===== src/hw/fetch_macros.svh =====
`ifndef FETCH_MACROS_SVH
`define FETCH_MACROS_SVH

// pc after reset, one word below the first fetch address
`define FETCH_RESET_PC      32'h1bfffffc

// exception entry until software writes a new one
`define FETCH_EENTRY_RESET  32'h1c008000

// major opcodes, inst[31:26]
`define OP_B                6'b010100
`define OP_BL               6'b010101

`endif


===== src/hw/fetch_pkg.sv =====
`default_nettype none

package fetch_pkg;

    // one fetched word, read either as a branch or as plain bits
    typedef union packed {
        struct packed {
            logic [5:0]  opcode;
            logic [15:0] offs_lo;   // offs[15:0]
            logic [9:0]  offs_hi;   // offs[25:16]
        } br;
        logic [31:0] raw;
    } inst_word_u;

endpackage

`default_nettype wire


===== src/hw/fetch_id_if.sv =====
`default_nettype none

interface fetch_id_if
    import fetch_pkg::*;
();
    // fetch -> decode
    logic        valid;
    inst_word_u  inst;
    logic [31:0] pc;
    logic        adef;       // fetch address not word aligned

    // decode -> fetch
    logic        allowin;
    logic        br_taken;   // one cycle, first held cycle of a B/BL
    logic [31:0] br_target;

    modport fetch (
        output valid, inst, pc, adef,
        input  allowin, br_taken, br_target
    );

    modport decode (
        input  valid, inst, pc, adef,
        output allowin, br_taken, br_target
    );
endinterface

`default_nettype wire


===== src/hw/if_stage.sv =====
`default_nettype none
`include "fetch_macros.svh"

module if_stage
    import fetch_pkg::*;
(
    input  wire         clk,
    input  wire         resetn,
    output logic        inst_sram_req,
    output logic        inst_sram_wr,
    output logic [1:0]  inst_sram_size,
    output logic [3:0]  inst_sram_wstrb,
    output logic [31:0] inst_sram_addr,
    output logic [31:0] inst_sram_wdata,
    input  wire         inst_sram_addr_ok,
    input  wire         inst_sram_data_ok,
    input  wire  [31:0] inst_sram_rdata,
    input  wire         flush,
    input  wire  [31:0] excep_entry,
    fetch_id_if.fetch   fid
);
    logic        fetch_en;          // set on the first edge out of reset
    logic [31:0] pc;                // address of the last accepted request
    logic        br_pend;           // redirect seen but its request not yet taken
    logic [31:0] br_target_reg;
    logic [1:0]  outst;             // accepted, response still due
    logic [1:0]  disc_cnt;          // responses left to drop after a redirect

    // pre-IF: request accepted while IF was busy
    logic        pre_if_reqed;
    logic [31:0] pre_if_pc;
    inst_word_u  pre_if_ir;
    logic        pre_if_ir_valid;

    // IF: oldest live request, word waits here for decode
    logic        if_valid;
    logic [31:0] if_pc;
    inst_word_u  if_ir;
    logic        if_ir_valid;

    logic        cancel;
    logic        accept;
    logic        transfer;
    logic        live_data;
    logic        data_for_if;
    logic        data_for_pre;
    logic        if_allowin;
    logic        pre_move;
    logic        slot_ok;
    logic [31:0] seq_pc;
    logic [31:0] pre_pc;

    assign cancel   = flush | fid.br_taken;
    assign accept   = inst_sram_req & inst_sram_addr_ok;
    assign transfer = fid.valid & fid.allowin;

    // responses come back in order, so the oldest live one belongs to IF
    assign live_data    = inst_sram_data_ok & (disc_cnt == 2'd0);
    assign data_for_if  = live_data & if_valid & ~if_ir_valid;
    assign data_for_pre = live_data & if_ir_valid;

    assign if_allowin = ~if_valid | transfer;
    assign pre_move   = pre_if_reqed & if_allowin;
    assign slot_ok    = cancel | ~pre_if_reqed | if_allowin;

    // next fetch address, flush wins over any branch
    assign seq_pc = pc + 32'd4;
    assign pre_pc = flush        ? excep_entry :
                    br_pend      ? br_target_reg :
                    fid.br_taken ? fid.br_target :
                                   seq_pc;

    assign inst_sram_req   = fetch_en & (outst != 2'd2) & slot_ok;
    assign inst_sram_addr  = pre_pc;
    assign inst_sram_wr    = 1'b0;
    assign inst_sram_size  = 2'd2;     // word reads only
    assign inst_sram_wstrb = 4'b0000;
    assign inst_sram_wdata = 32'd0;

    // wrong-path word in the redirect cycle must not reach decode
    assign fid.valid = if_valid & (if_ir_valid | data_for_if) & ~cancel;
    assign fid.inst  = if_ir_valid ? if_ir : inst_word_u'(inst_sram_rdata);
    assign fid.pc    = if_pc;
    assign fid.adef  = |if_pc[1:0];

    always_ff @(posedge clk) begin
        if (!resetn) begin
            fetch_en <= 1'b0;
            pc       <= `FETCH_RESET_PC;
            br_pend  <= 1'b0;
            outst    <= 2'd0;
            disc_cnt <= 2'd0;
        end else begin
            fetch_en <= 1'b1;
            if (accept) begin
                pc <= pre_pc;
            end
            if (cancel && !accept) begin
                br_pend <= 1'b1;
            end else if (accept) begin
                br_pend <= 1'b0;
            end
            outst <= outst + {1'b0, accept} - {1'b0, inst_sram_data_ok};
            // everything in flight before the redirect is wrong path
            if (cancel) begin
                disc_cnt <= outst - {1'b0, inst_sram_data_ok};
            end else if (inst_sram_data_ok && disc_cnt != 2'd0) begin
                disc_cnt <= disc_cnt - 2'd1;
            end
        end
    end

    always_ff @(posedge clk) begin
        if (cancel && !accept) begin
            br_target_reg <= pre_pc;
        end
    end

    always_ff @(posedge clk) begin
        if (!resetn) begin
            if_valid    <= 1'b0;
            if_ir_valid <= 1'b0;
        end else if (cancel) begin
            if_valid    <= accept;          // the redirect request itself
            if_ir_valid <= 1'b0;
        end else if (if_allowin) begin
            if_valid    <= pre_if_reqed | accept;
            if_ir_valid <= pre_if_reqed & (pre_if_ir_valid | data_for_pre);
        end else if (data_for_if) begin
            if_ir_valid <= 1'b1;            // decode stalled, park the word
        end
    end

    always_ff @(posedge clk) begin
        if (pre_move && !cancel) begin
            if_pc <= pre_if_pc;
            if_ir <= pre_if_ir_valid ? pre_if_ir : inst_word_u'(inst_sram_rdata);
        end else begin
            if (if_allowin || cancel) begin
                if_pc <= pre_pc;
            end
            if (data_for_if) begin
                if_ir <= inst_sram_rdata;
            end
        end
    end

    always_ff @(posedge clk) begin
        if (!resetn) begin
            pre_if_reqed    <= 1'b0;
            pre_if_ir_valid <= 1'b0;
        end else if (cancel) begin
            pre_if_reqed    <= 1'b0;
            pre_if_ir_valid <= 1'b0;
        end else if (pre_move) begin
            pre_if_reqed    <= accept;
            pre_if_ir_valid <= 1'b0;
        end else if (!pre_if_reqed) begin
            pre_if_reqed    <= accept & ~if_allowin;
            pre_if_ir_valid <= 1'b0;
        end else if (data_for_pre) begin
            pre_if_ir_valid <= 1'b1;
        end
    end

    always_ff @(posedge clk) begin
        if (accept) begin
            pre_if_pc <= pre_pc;
        end
        if (data_for_pre) begin
            pre_if_ir <= inst_sram_rdata;
        end
    end

    a_no_stray_data: assert property (@(posedge clk) disable iff (!resetn)
        inst_sram_data_ok |-> outst != 2'd0);

    // offered word stays offered until decode takes it, unless redirected
    a_valid_hold: assert property (@(posedge clk) disable iff (!resetn)
        fid.valid && !fid.allowin |=> fid.valid || cancel);
endmodule

`default_nettype wire


===== src/hw/id_stage.sv =====
`default_nettype none
`include "fetch_macros.svh"

module id_stage
    import fetch_pkg::*;
(
    input  wire         clk,
    input  wire         resetn,
    fetch_id_if.decode  fid,
    input  wire         out_ready,
    output logic        out_valid,
    output logic [31:0] out_pc,
    output logic [31:0] out_inst,
    output logic        out_excep,
    output logic        excep_hold
);
    logic        id_valid;
    logic        id_first;      // first cycle the current word is held
    logic [31:0] id_pc;
    inst_word_u  id_inst;
    logic        id_adef;

    logic        transfer;
    logic        is_br;
    logic [25:0] br_offs;

    assign transfer    = fid.valid & fid.allowin;
    assign fid.allowin = out_ready | ~id_valid;

    always_ff @(posedge clk) begin
        if (!resetn) begin
            id_valid <= 1'b0;
            id_first <= 1'b0;
        end else begin
            id_first <= transfer;
            if (transfer) begin
                id_valid <= 1'b1;
            end else if (out_ready) begin
                id_valid <= 1'b0;       // retired, nothing new behind it
            end
        end
    end

    always_ff @(posedge clk) begin
        if (transfer) begin
            id_pc   <= fid.pc;
            id_inst <= fid.inst;
            id_adef <= fid.adef;
        end
    end

    // B/BL only, offset is split across the word
    assign is_br   = (id_inst.br.opcode == `OP_B) || (id_inst.br.opcode == `OP_BL);
    assign br_offs = {id_inst.br.offs_hi, id_inst.br.offs_lo};

    assign fid.br_target = id_pc + {{4{br_offs[25]}}, br_offs, 2'b00};
    assign fid.br_taken  = id_valid & id_first & is_br & ~id_adef;

    assign excep_hold = id_valid & id_first & id_adef;

    assign out_valid = id_valid;
    assign out_pc    = id_pc;
    assign out_inst  = id_inst.raw;
    assign out_excep = id_adef;

    a_one_redirect: assert property (@(posedge clk) disable iff (!resetn)
        !(fid.br_taken && excep_hold));
endmodule

`default_nettype wire


===== src/hw/excep_ctrl.sv =====
`default_nettype none
`include "fetch_macros.svh"

module excep_ctrl (
    input  wire         clk,
    input  wire         resetn,
    input  wire         cfg_we,
    input  wire  [31:0] cfg_wdata,
    input  wire         excep_hold,
    output logic        flush,
    output logic [31:0] excep_entry
);
    logic [31:0] eentry;        // exception entry address

    always_ff @(posedge clk) begin
        if (!resetn) begin
            eentry <= `FETCH_EENTRY_RESET;
        end else if (cfg_we) begin
            eentry <= cfg_wdata;
        end
    end

    // address error held in decode redirects fetch to the entry
    assign flush       = excep_hold;
    assign excep_entry = eentry;    // a write in the flush cycle lands after it

    // fetch would fault again on a misaligned entry
    a_entry_aligned: assert property (@(posedge clk) disable iff (!resetn)
        eentry[1:0] == 2'b00);
endmodule

`default_nettype wire


===== src/hw/fetch_top.sv =====
`default_nettype none

module fetch_top (
    input  wire         clk,
    input  wire         resetn,
    // instruction sram port
    output logic        inst_sram_req,
    output logic        inst_sram_wr,
    output logic [1:0]  inst_sram_size,
    output logic [3:0]  inst_sram_wstrb,
    output logic [31:0] inst_sram_addr,
    output logic [31:0] inst_sram_wdata,
    input  wire         inst_sram_addr_ok,
    input  wire         inst_sram_data_ok,
    input  wire  [31:0] inst_sram_rdata,
    // retired words
    input  wire         out_ready,
    output logic        out_valid,
    output logic [31:0] out_pc,
    output logic [31:0] out_inst,
    output logic        out_excep,
    // exception entry write
    input  wire         cfg_we,
    input  wire  [31:0] cfg_wdata
);
    logic        flush;
    logic [31:0] excep_entry;
    logic        excep_hold;

    fetch_id_if fid ();

    if_stage u_if_stage (
        .clk               (clk),
        .resetn            (resetn),
        .inst_sram_req     (inst_sram_req),
        .inst_sram_wr      (inst_sram_wr),
        .inst_sram_size    (inst_sram_size),
        .inst_sram_wstrb   (inst_sram_wstrb),
        .inst_sram_addr    (inst_sram_addr),
        .inst_sram_wdata   (inst_sram_wdata),
        .inst_sram_addr_ok (inst_sram_addr_ok),
        .inst_sram_data_ok (inst_sram_data_ok),
        .inst_sram_rdata   (inst_sram_rdata),
        .flush             (flush),
        .excep_entry       (excep_entry),
        .fid               (fid)
    );

    id_stage u_id_stage (
        .clk        (clk),
        .resetn     (resetn),
        .fid        (fid),
        .out_ready  (out_ready),
        .out_valid  (out_valid),
        .out_pc     (out_pc),
        .out_inst   (out_inst),
        .out_excep  (out_excep),
        .excep_hold (excep_hold)
    );

    excep_ctrl u_excep_ctrl (
        .clk         (clk),
        .resetn      (resetn),
        .cfg_we      (cfg_we),
        .cfg_wdata   (cfg_wdata),
        .excep_hold  (excep_hold),
        .flush       (flush),
        .excep_entry (excep_entry)
    );
endmodule

`default_nettype wire


===== config.mk =====
export PLATFORM = sky130hd
export DESIGN_NAME = fetch_top
export DESIGN_NICKNAME = d
export VERILOG_FILES = /design/src/hw/fetch_pkg.sv /design/src/hw/fetch_id_if.sv /design/src/hw/if_stage.sv /design/src/hw/id_stage.sv /design/src/hw/excep_ctrl.sv /design/src/hw/fetch_top.sv
export VERILOG_INCLUDE_DIRS = /design/src /design/src/hw
export SDC_FILE = /design/constraint.sdc
export NUM_CORES = 1
export LEC_CHECK = 0
export BUFFER_PORTS_ARGS = -buffer_cell sky130_fd_sc_hd__buf_2
export CAP_MARGIN = 20
export CELL_PAD_IN_SITES_DETAIL_PLACEMENT = 1
export CELL_PAD_IN_SITES_GLOBAL_PLACEMENT = 1
export CORE_MARGIN = 2
export CORE_UTILIZATION = 46
export DETAILED_ROUTE_END_ITERATION = 8
export GPL_TIMING_DRIVEN = 1
export PLACE_DENSITY = 0.82
export SETUP_SLACK_MARGIN = 0.1
export SYNTH_ARGS = -nofsm -noshare
export SYNTH_HDL_FRONTEND = slang
export SYNTH_SLANG_ARGS = --single-unit

===== constraint.sdc =====
create_clock -name clk -period 13.6 [get_ports clk]
set_input_delay 1.36 -clock clk [delete_from_list [all_inputs] [get_ports clk]]
set_output_delay 1.36 -clock clk [all_outputs]
set_load 0.005 [all_outputs]

==> flow_results.xml <==
<?xml version="1.0" encoding="UTF-8"?>
<metrics>
  <group name="outcome">
    <metric name="run_status" unit="">finished, final reports clean</metric>
  </group>
  <group name="worst_setup_path">
    <metric name="worst-r2r-setup-slack" unit="ns">9.50</metric>
    <metric name="timing.critical_path.arrival" unit="ns">3.69</metric>
    <metric name="worstPathRequired" unit="ns">12.24</metric>
    <metric name="worstSetupPathType" unit="">flip-flop to output pin</metric>
    <metric name="worstSetupEndpointType" unit="">output pin</metric>
    <metric name="critical_path.reg2reg.startpoint" unit="">u_id_stage.out_excep</metric>
    <metric name="worstSetupStartpointType" unit="">flip-flop</metric>
    <metric name="worst-path-max-fanout" unit="">6</metric>
    <metric name="worstRegToRegCells" unit="">13</metric>
    <metric name="regToRegEndpoint" unit="">u_if_stage.pc[25]</metric>
  </group>
  <group name="clocking">
    <metric name="worst_setup_hold_path_clk_slew" unit="ns">0.06</metric>
    <metric name="ctsHtreeMaxLevel" unit="">2</metric>
    <metric name="clk_latency" unit="ns">0.51</metric>
    <metric name="clock_sink_count" unit="">301</metric>
    <metric name="total_cts_buffers" unit="">35</metric>
    <metric name="postCtsSetupRepairBufs" unit="">0</metric>
    <metric name="post_cts_resized" unit="">0</metric>
    <metric name="cts-hold-fix-buffers" unit="">0</metric>
    <metric name="clockRootBuffer" unit="">sky130_fd_sc_hd__clkbuf_16</metric>
    <metric name="cts_tree" unit="">built</metric>
    <metric name="clock_tree.buffer_depth" unit="">3</metric>
  </group>
  <group name="place">
    <metric name="place_area" unit="mm²">0.0154</metric>
    <metric name="hpwl" unit="µm">29400</metric>
    <metric name="portBuffers" unit="">168</metric>
    <metric name="routabilityCongestion" unit="">0.914</metric>
    <metric name="dpl_worst_slack" unit="ns">8.88</metric>
  </group>
  <group name="routing">
    <metric name="drc" unit="">0</metric>
    <metric name="vias" unit="">10700</metric>
    <metric name="drtPass1Iterations" unit="">5</metric>
    <metric name="drt_iter0_drc" unit="">825</metric>
    <metric name="wl" unit="µm">42200</metric>
    <metric name="route.detailed.wl_per_inst" unit="µm">23.2</metric>
    <metric name="detailed_route_vias_per_instance" unit="">5.88</metric>
    <metric name="ant_nets" unit="">0</metric>
  </group>
  <group name="layout">
    <metric name="number_of_nets_in_the_finished_design" unit="">1501</metric>
    <metric name="final_common_cell" unit="">sky130_fd_sc_hd__edfxtp_1</metric>
    <metric name="post-route-cell-area" unit="mm²">0.0165</metric>
    <metric name="final_cell_mix" unit="">sky130_fd_sc_hd__edfxtp_1, sky130_fd_sc_hd__buf_2, sky130_fd_sc_hd__nand2_1, sky130_fd_sc_hd__nor2_1, sky130_fd_sc_hd__mux2_2</metric>
    <metric name="syn2layout_area_growth" unit="%">15.2</metric>
    <metric name="nFillCells" unit="">3283</metric>
    <metric name="post_route_cells_drive_above_1_share" unit="%">23.4</metric>
  </group>
  <group name="hold_path">
    <metric name="min_delay_path_depth" unit="">0</metric>
    <metric name="hold_end" unit="">u_id_stage.out_pc[25]</metric>
    <metric name="holdCritPathClass" unit="">flip-flop to flip-flop</metric>
    <metric name="holdCritStartpoint" unit="">u_if_stage.fid.pc[25]</metric>
  </group>
  <group name="sta">
    <metric name="layout_min_cycle_time" unit="ns">5.05</metric>
    <metric name="rsz0062_at_grt" unit="">no</metric>
    <metric name="fin_crit_sh" unit="%">37.1</metric>
    <metric name="report.final.hold_viol_count" unit="">0</metric>
    <metric name="highest_achievable_clock_rate" unit="GHz">0.198</metric>
    <metric name="timing.final.setup_violations" unit="">0</metric>
    <metric name="fin_ws" unit="ns">8.55</metric>
    <metric name="setup-tns-final" unit="ns">0</metric>
    <metric name="fin_worst_skew" unit="ns">0.0203</metric>
    <metric name="tightestPinTransition" unit="ns">0.996</metric>
    <metric name="timing.max_slew.rel_slack" unit="%">33.6</metric>
    <metric name="slew_violations" unit="">0</metric>
  </group>
  <group name="yosys">
    <metric name="syn_inst" unit="">1237</metric>
    <metric name="synth_mux_area_share" unit="%">8.62</metric>
    <metric name="compound_cell_area_share_of_the_yosys_netlist" unit="%">11.1</metric>
    <metric name="arithmetic_cell_share_of_the_synthesized_area_counting_full_adders_half_adders_and_majority_gates" unit="%">3.01</metric>
    <metric name="average_cell_area_after_synthesis" unit="µm²">11.6</metric>
    <metric name="synth-seq-area-share" unit="%">57.6</metric>
    <metric name="synthArstFlopShare" unit="%">0</metric>
    <metric name="post-synth-top-area-cell" unit="">sky130_fd_sc_hd__edfxtp_1</metric>
    <metric name="synth.top_cell.area_share" unit="%">47.0</metric>
    <metric name="synth-xor-area-share" unit="%">2.68</metric>
    <metric name="synth_seq_cells" unit="">301</metric>
    <metric name="dominant_combinational_cell_family_by_area_after_synthesis" unit="">simple AND/OR/NAND/NOR gates</metric>
    <metric name="synthesis.area" unit="mm²">0.0144</metric>
    <metric name="synthDistinctLibCells" unit="">75</metric>
    <metric name="yosys-top-cells-area" unit="">sky130_fd_sc_hd__edfxtp_1, sky130_fd_sc_hd__dfxtp_1, sky130_fd_sc_hd__mux2_2</metric>
    <metric name="synth_flop_cell" unit="">sky130_fd_sc_hd__edfxtp_1</metric>
    <metric name="synth_simple_gate_area_share" unit="%">12.4</metric>
    <metric name="number_of_enable_type_register_cells_in_the_synthesized_netlist" unit="">225</metric>
    <metric name="ys_warn_count" unit="">0</metric>
  </group>
  <group name="flow_run">
    <metric name="maxCapViolations" unit="">0</metric>
  </group>
  <group name="floorplan">
    <metric name="std_cell_rows" unit="">64</metric>
    <metric name="num_io_pins" unit="">208</metric>
    <metric name="floorplan.die.width" unit="µm">181</metric>
    <metric name="core" unit="mm²">0.0307</metric>
    <metric name="die_h" unit="µm">181</metric>
    <metric name="fp.dieArea" unit="mm²">0.0327</metric>
    <metric name="floorplan.initialDensity" unit="%">46.8</metric>
  </group>
  <group name="power_and_ir_drop">
    <metric name="total_power" unit="mW">2.56</metric>
    <metric name="power_leakage" unit="nW">6.45</metric>
    <metric name="power.density" unit="mW/mm²">155</metric>
    <metric name="irDropWorstVdd" unit="µV">103</metric>
  </group>
  <group name="global_routing">
    <metric name="first_global_vias" unit="">11000</metric>
    <metric name="grt_pass1_wl" unit="µm">64800</metric>
    <metric name="overall_routing_resource_usage" unit="%">25.5</metric>
    <metric name="grt_antenna_before_repair" unit="">1</metric>
    <metric name="grt.overflow.total" unit="">0</metric>
    <metric name="grt_max_degree" unit="">67</metric>
  </group>
</metrics>
==> worst max-delay path by stage <==
stage | slack (ns) | from | to | cells past startpoint
after floorplan | 3.32 | inst_sram_data_ok | u_if_stage.if_ir[0] | 8
after global placement | 8.98 | inst_sram_data_ok | u_if_stage.pc[25] | 14
after detailed placement | 8.88 | inst_sram_data_ok | u_if_stage.pc[25] | 14
after CTS | 8.58 | u_id_stage.out_pc[13] | inst_sram_addr[26] | 10
after global routing | 8.31 | u_id_stage.out_inst[23] | inst_sram_addr[26] | 10
final | 8.55 | u_id_stage.out_pc[13] | inst_sram_addr[26] | 10
==> cells in the mapped netlist (8+ instances only) <==
master,instances
sky130_fd_sc_hd__a31oi_1,8
sky130_fd_sc_hd__nor3_1,21
sky130_fd_sc_hd__xor2_1,17
sky130_fd_sc_hd__nor2_1,113
sky130_fd_sc_hd__o211ai_1,20
sky130_fd_sc_hd__xnor2_1,27
sky130_fd_sc_hd__edfxtp_1,225
sky130_fd_sc_hd__mux2i_1,36
sky130_fd_sc_hd__buf_2,14
sky130_fd_sc_hd__a21oi_1,70
sky130_fd_sc_hd__inv_1,27
sky130_fd_sc_hd__clkbuf_1,33
sky130_fd_sc_hd__a21o_1,22
sky130_fd_sc_hd__buf_1,13
sky130_fd_sc_hd__o21ai_0,43
sky130_fd_sc_hd__ha_1,33
sky130_fd_sc_hd__nand4_1,15
sky130_fd_sc_hd__dfxtp_1,76
sky130_fd_sc_hd__nor4_1,8
sky130_fd_sc_hd__mux2_2,77
sky130_fd_sc_hd__buf_4,40
sky130_fd_sc_hd__nand3_1,25
sky130_fd_sc_hd__and3_1,22
sky130_fd_sc_hd__nand2_1,116
==> layer usage <==
| metal | routed length (µm) | track usage [%] | up-vias | share of wire (%) |
|---|---|---|---|---|
| met5 | 0 | 0 | - | 0 |
| met4 | 1720 | 10.5 | 0 | 4.1 |
| met3 | 2830 | 5.34 | 88 | 6.7 |
| met2 | 21400 | 44.7 | 402 | 51 |
| met1 | 16300 | 30.6 | 5372 | 39 |
| li1 | - | - | 4820 | - |
==> where the power goes <==
part	internal [mW]	switching [mW]
Sequential	1.11	0.0447
Clock	0.547	0.363
Combinational	0.181	0.313
==> per-stage QoR <==
step / std cells / hold WS [ns] / utilization, %
final: 1818 / 0.415 / 54.0
after global routing: 1817 / 0.426 / 53.9
after CTS: 1817 / 0.420 / 53.9
after detailed placement: 1756 / 0.406 / 50.4
after global placement: 1756 / 0.400 / 50.4
after floorplan: 1274 / 0.400 / -
==> worst max-delay path: stages, from the launching register on <==
cell and delay, ns:
sky130_fd_sc_hd__edfxtp_1 0.39, sky130_fd_sc_hd__ha_1 0.40, sky130_fd_sc_hd__a21oi_1 0.31, sky130_fd_sc_hd__o21ai_0 0.17
sky130_fd_sc_hd__a2111oi_0 0.55, sky130_fd_sc_hd__nand3b_1 0.25, sky130_fd_sc_hd__a21oi_2 0.33, sky130_fd_sc_hd__mux2i_1 0.13
sky130_fd_sc_hd__a31oi_1 0.36, sky130_fd_sc_hd__inv_1 0.14, sky130_fd_sc_hd__buf_2 0.15
==> layout make-up <==
cell class                      instances  area [µm²]  share of cell area [%]
Tap cell                              396         495                    2.99
Inverter                               28         105                   0.635
Clock inverter                          9        95.1                   0.575
Antenna cell                            1        2.50                  0.0151
Clock buffer                           52        1000                    6.06
Multi-Input combinational cell        844        5590                    33.8
Sequential cell                       301        8280                    50.0
Timing Repair Buffer                  187         983                    5.94
==> cells by family (layout without fill, tap and decap cells) <==
group                      count (synthesis)  in the layout
muxes                                    114            114
adders and majority gates                 34             34
and+or+nand+nor                          372            372
buffers and inverters                    129            276
other                                      2             40
AOI/OAI and AO/OA                        241            241
DFF                                      301            301
xor gates and xnor gates                  44             44
Note: power is estimated with default switching activity, not from simulation.
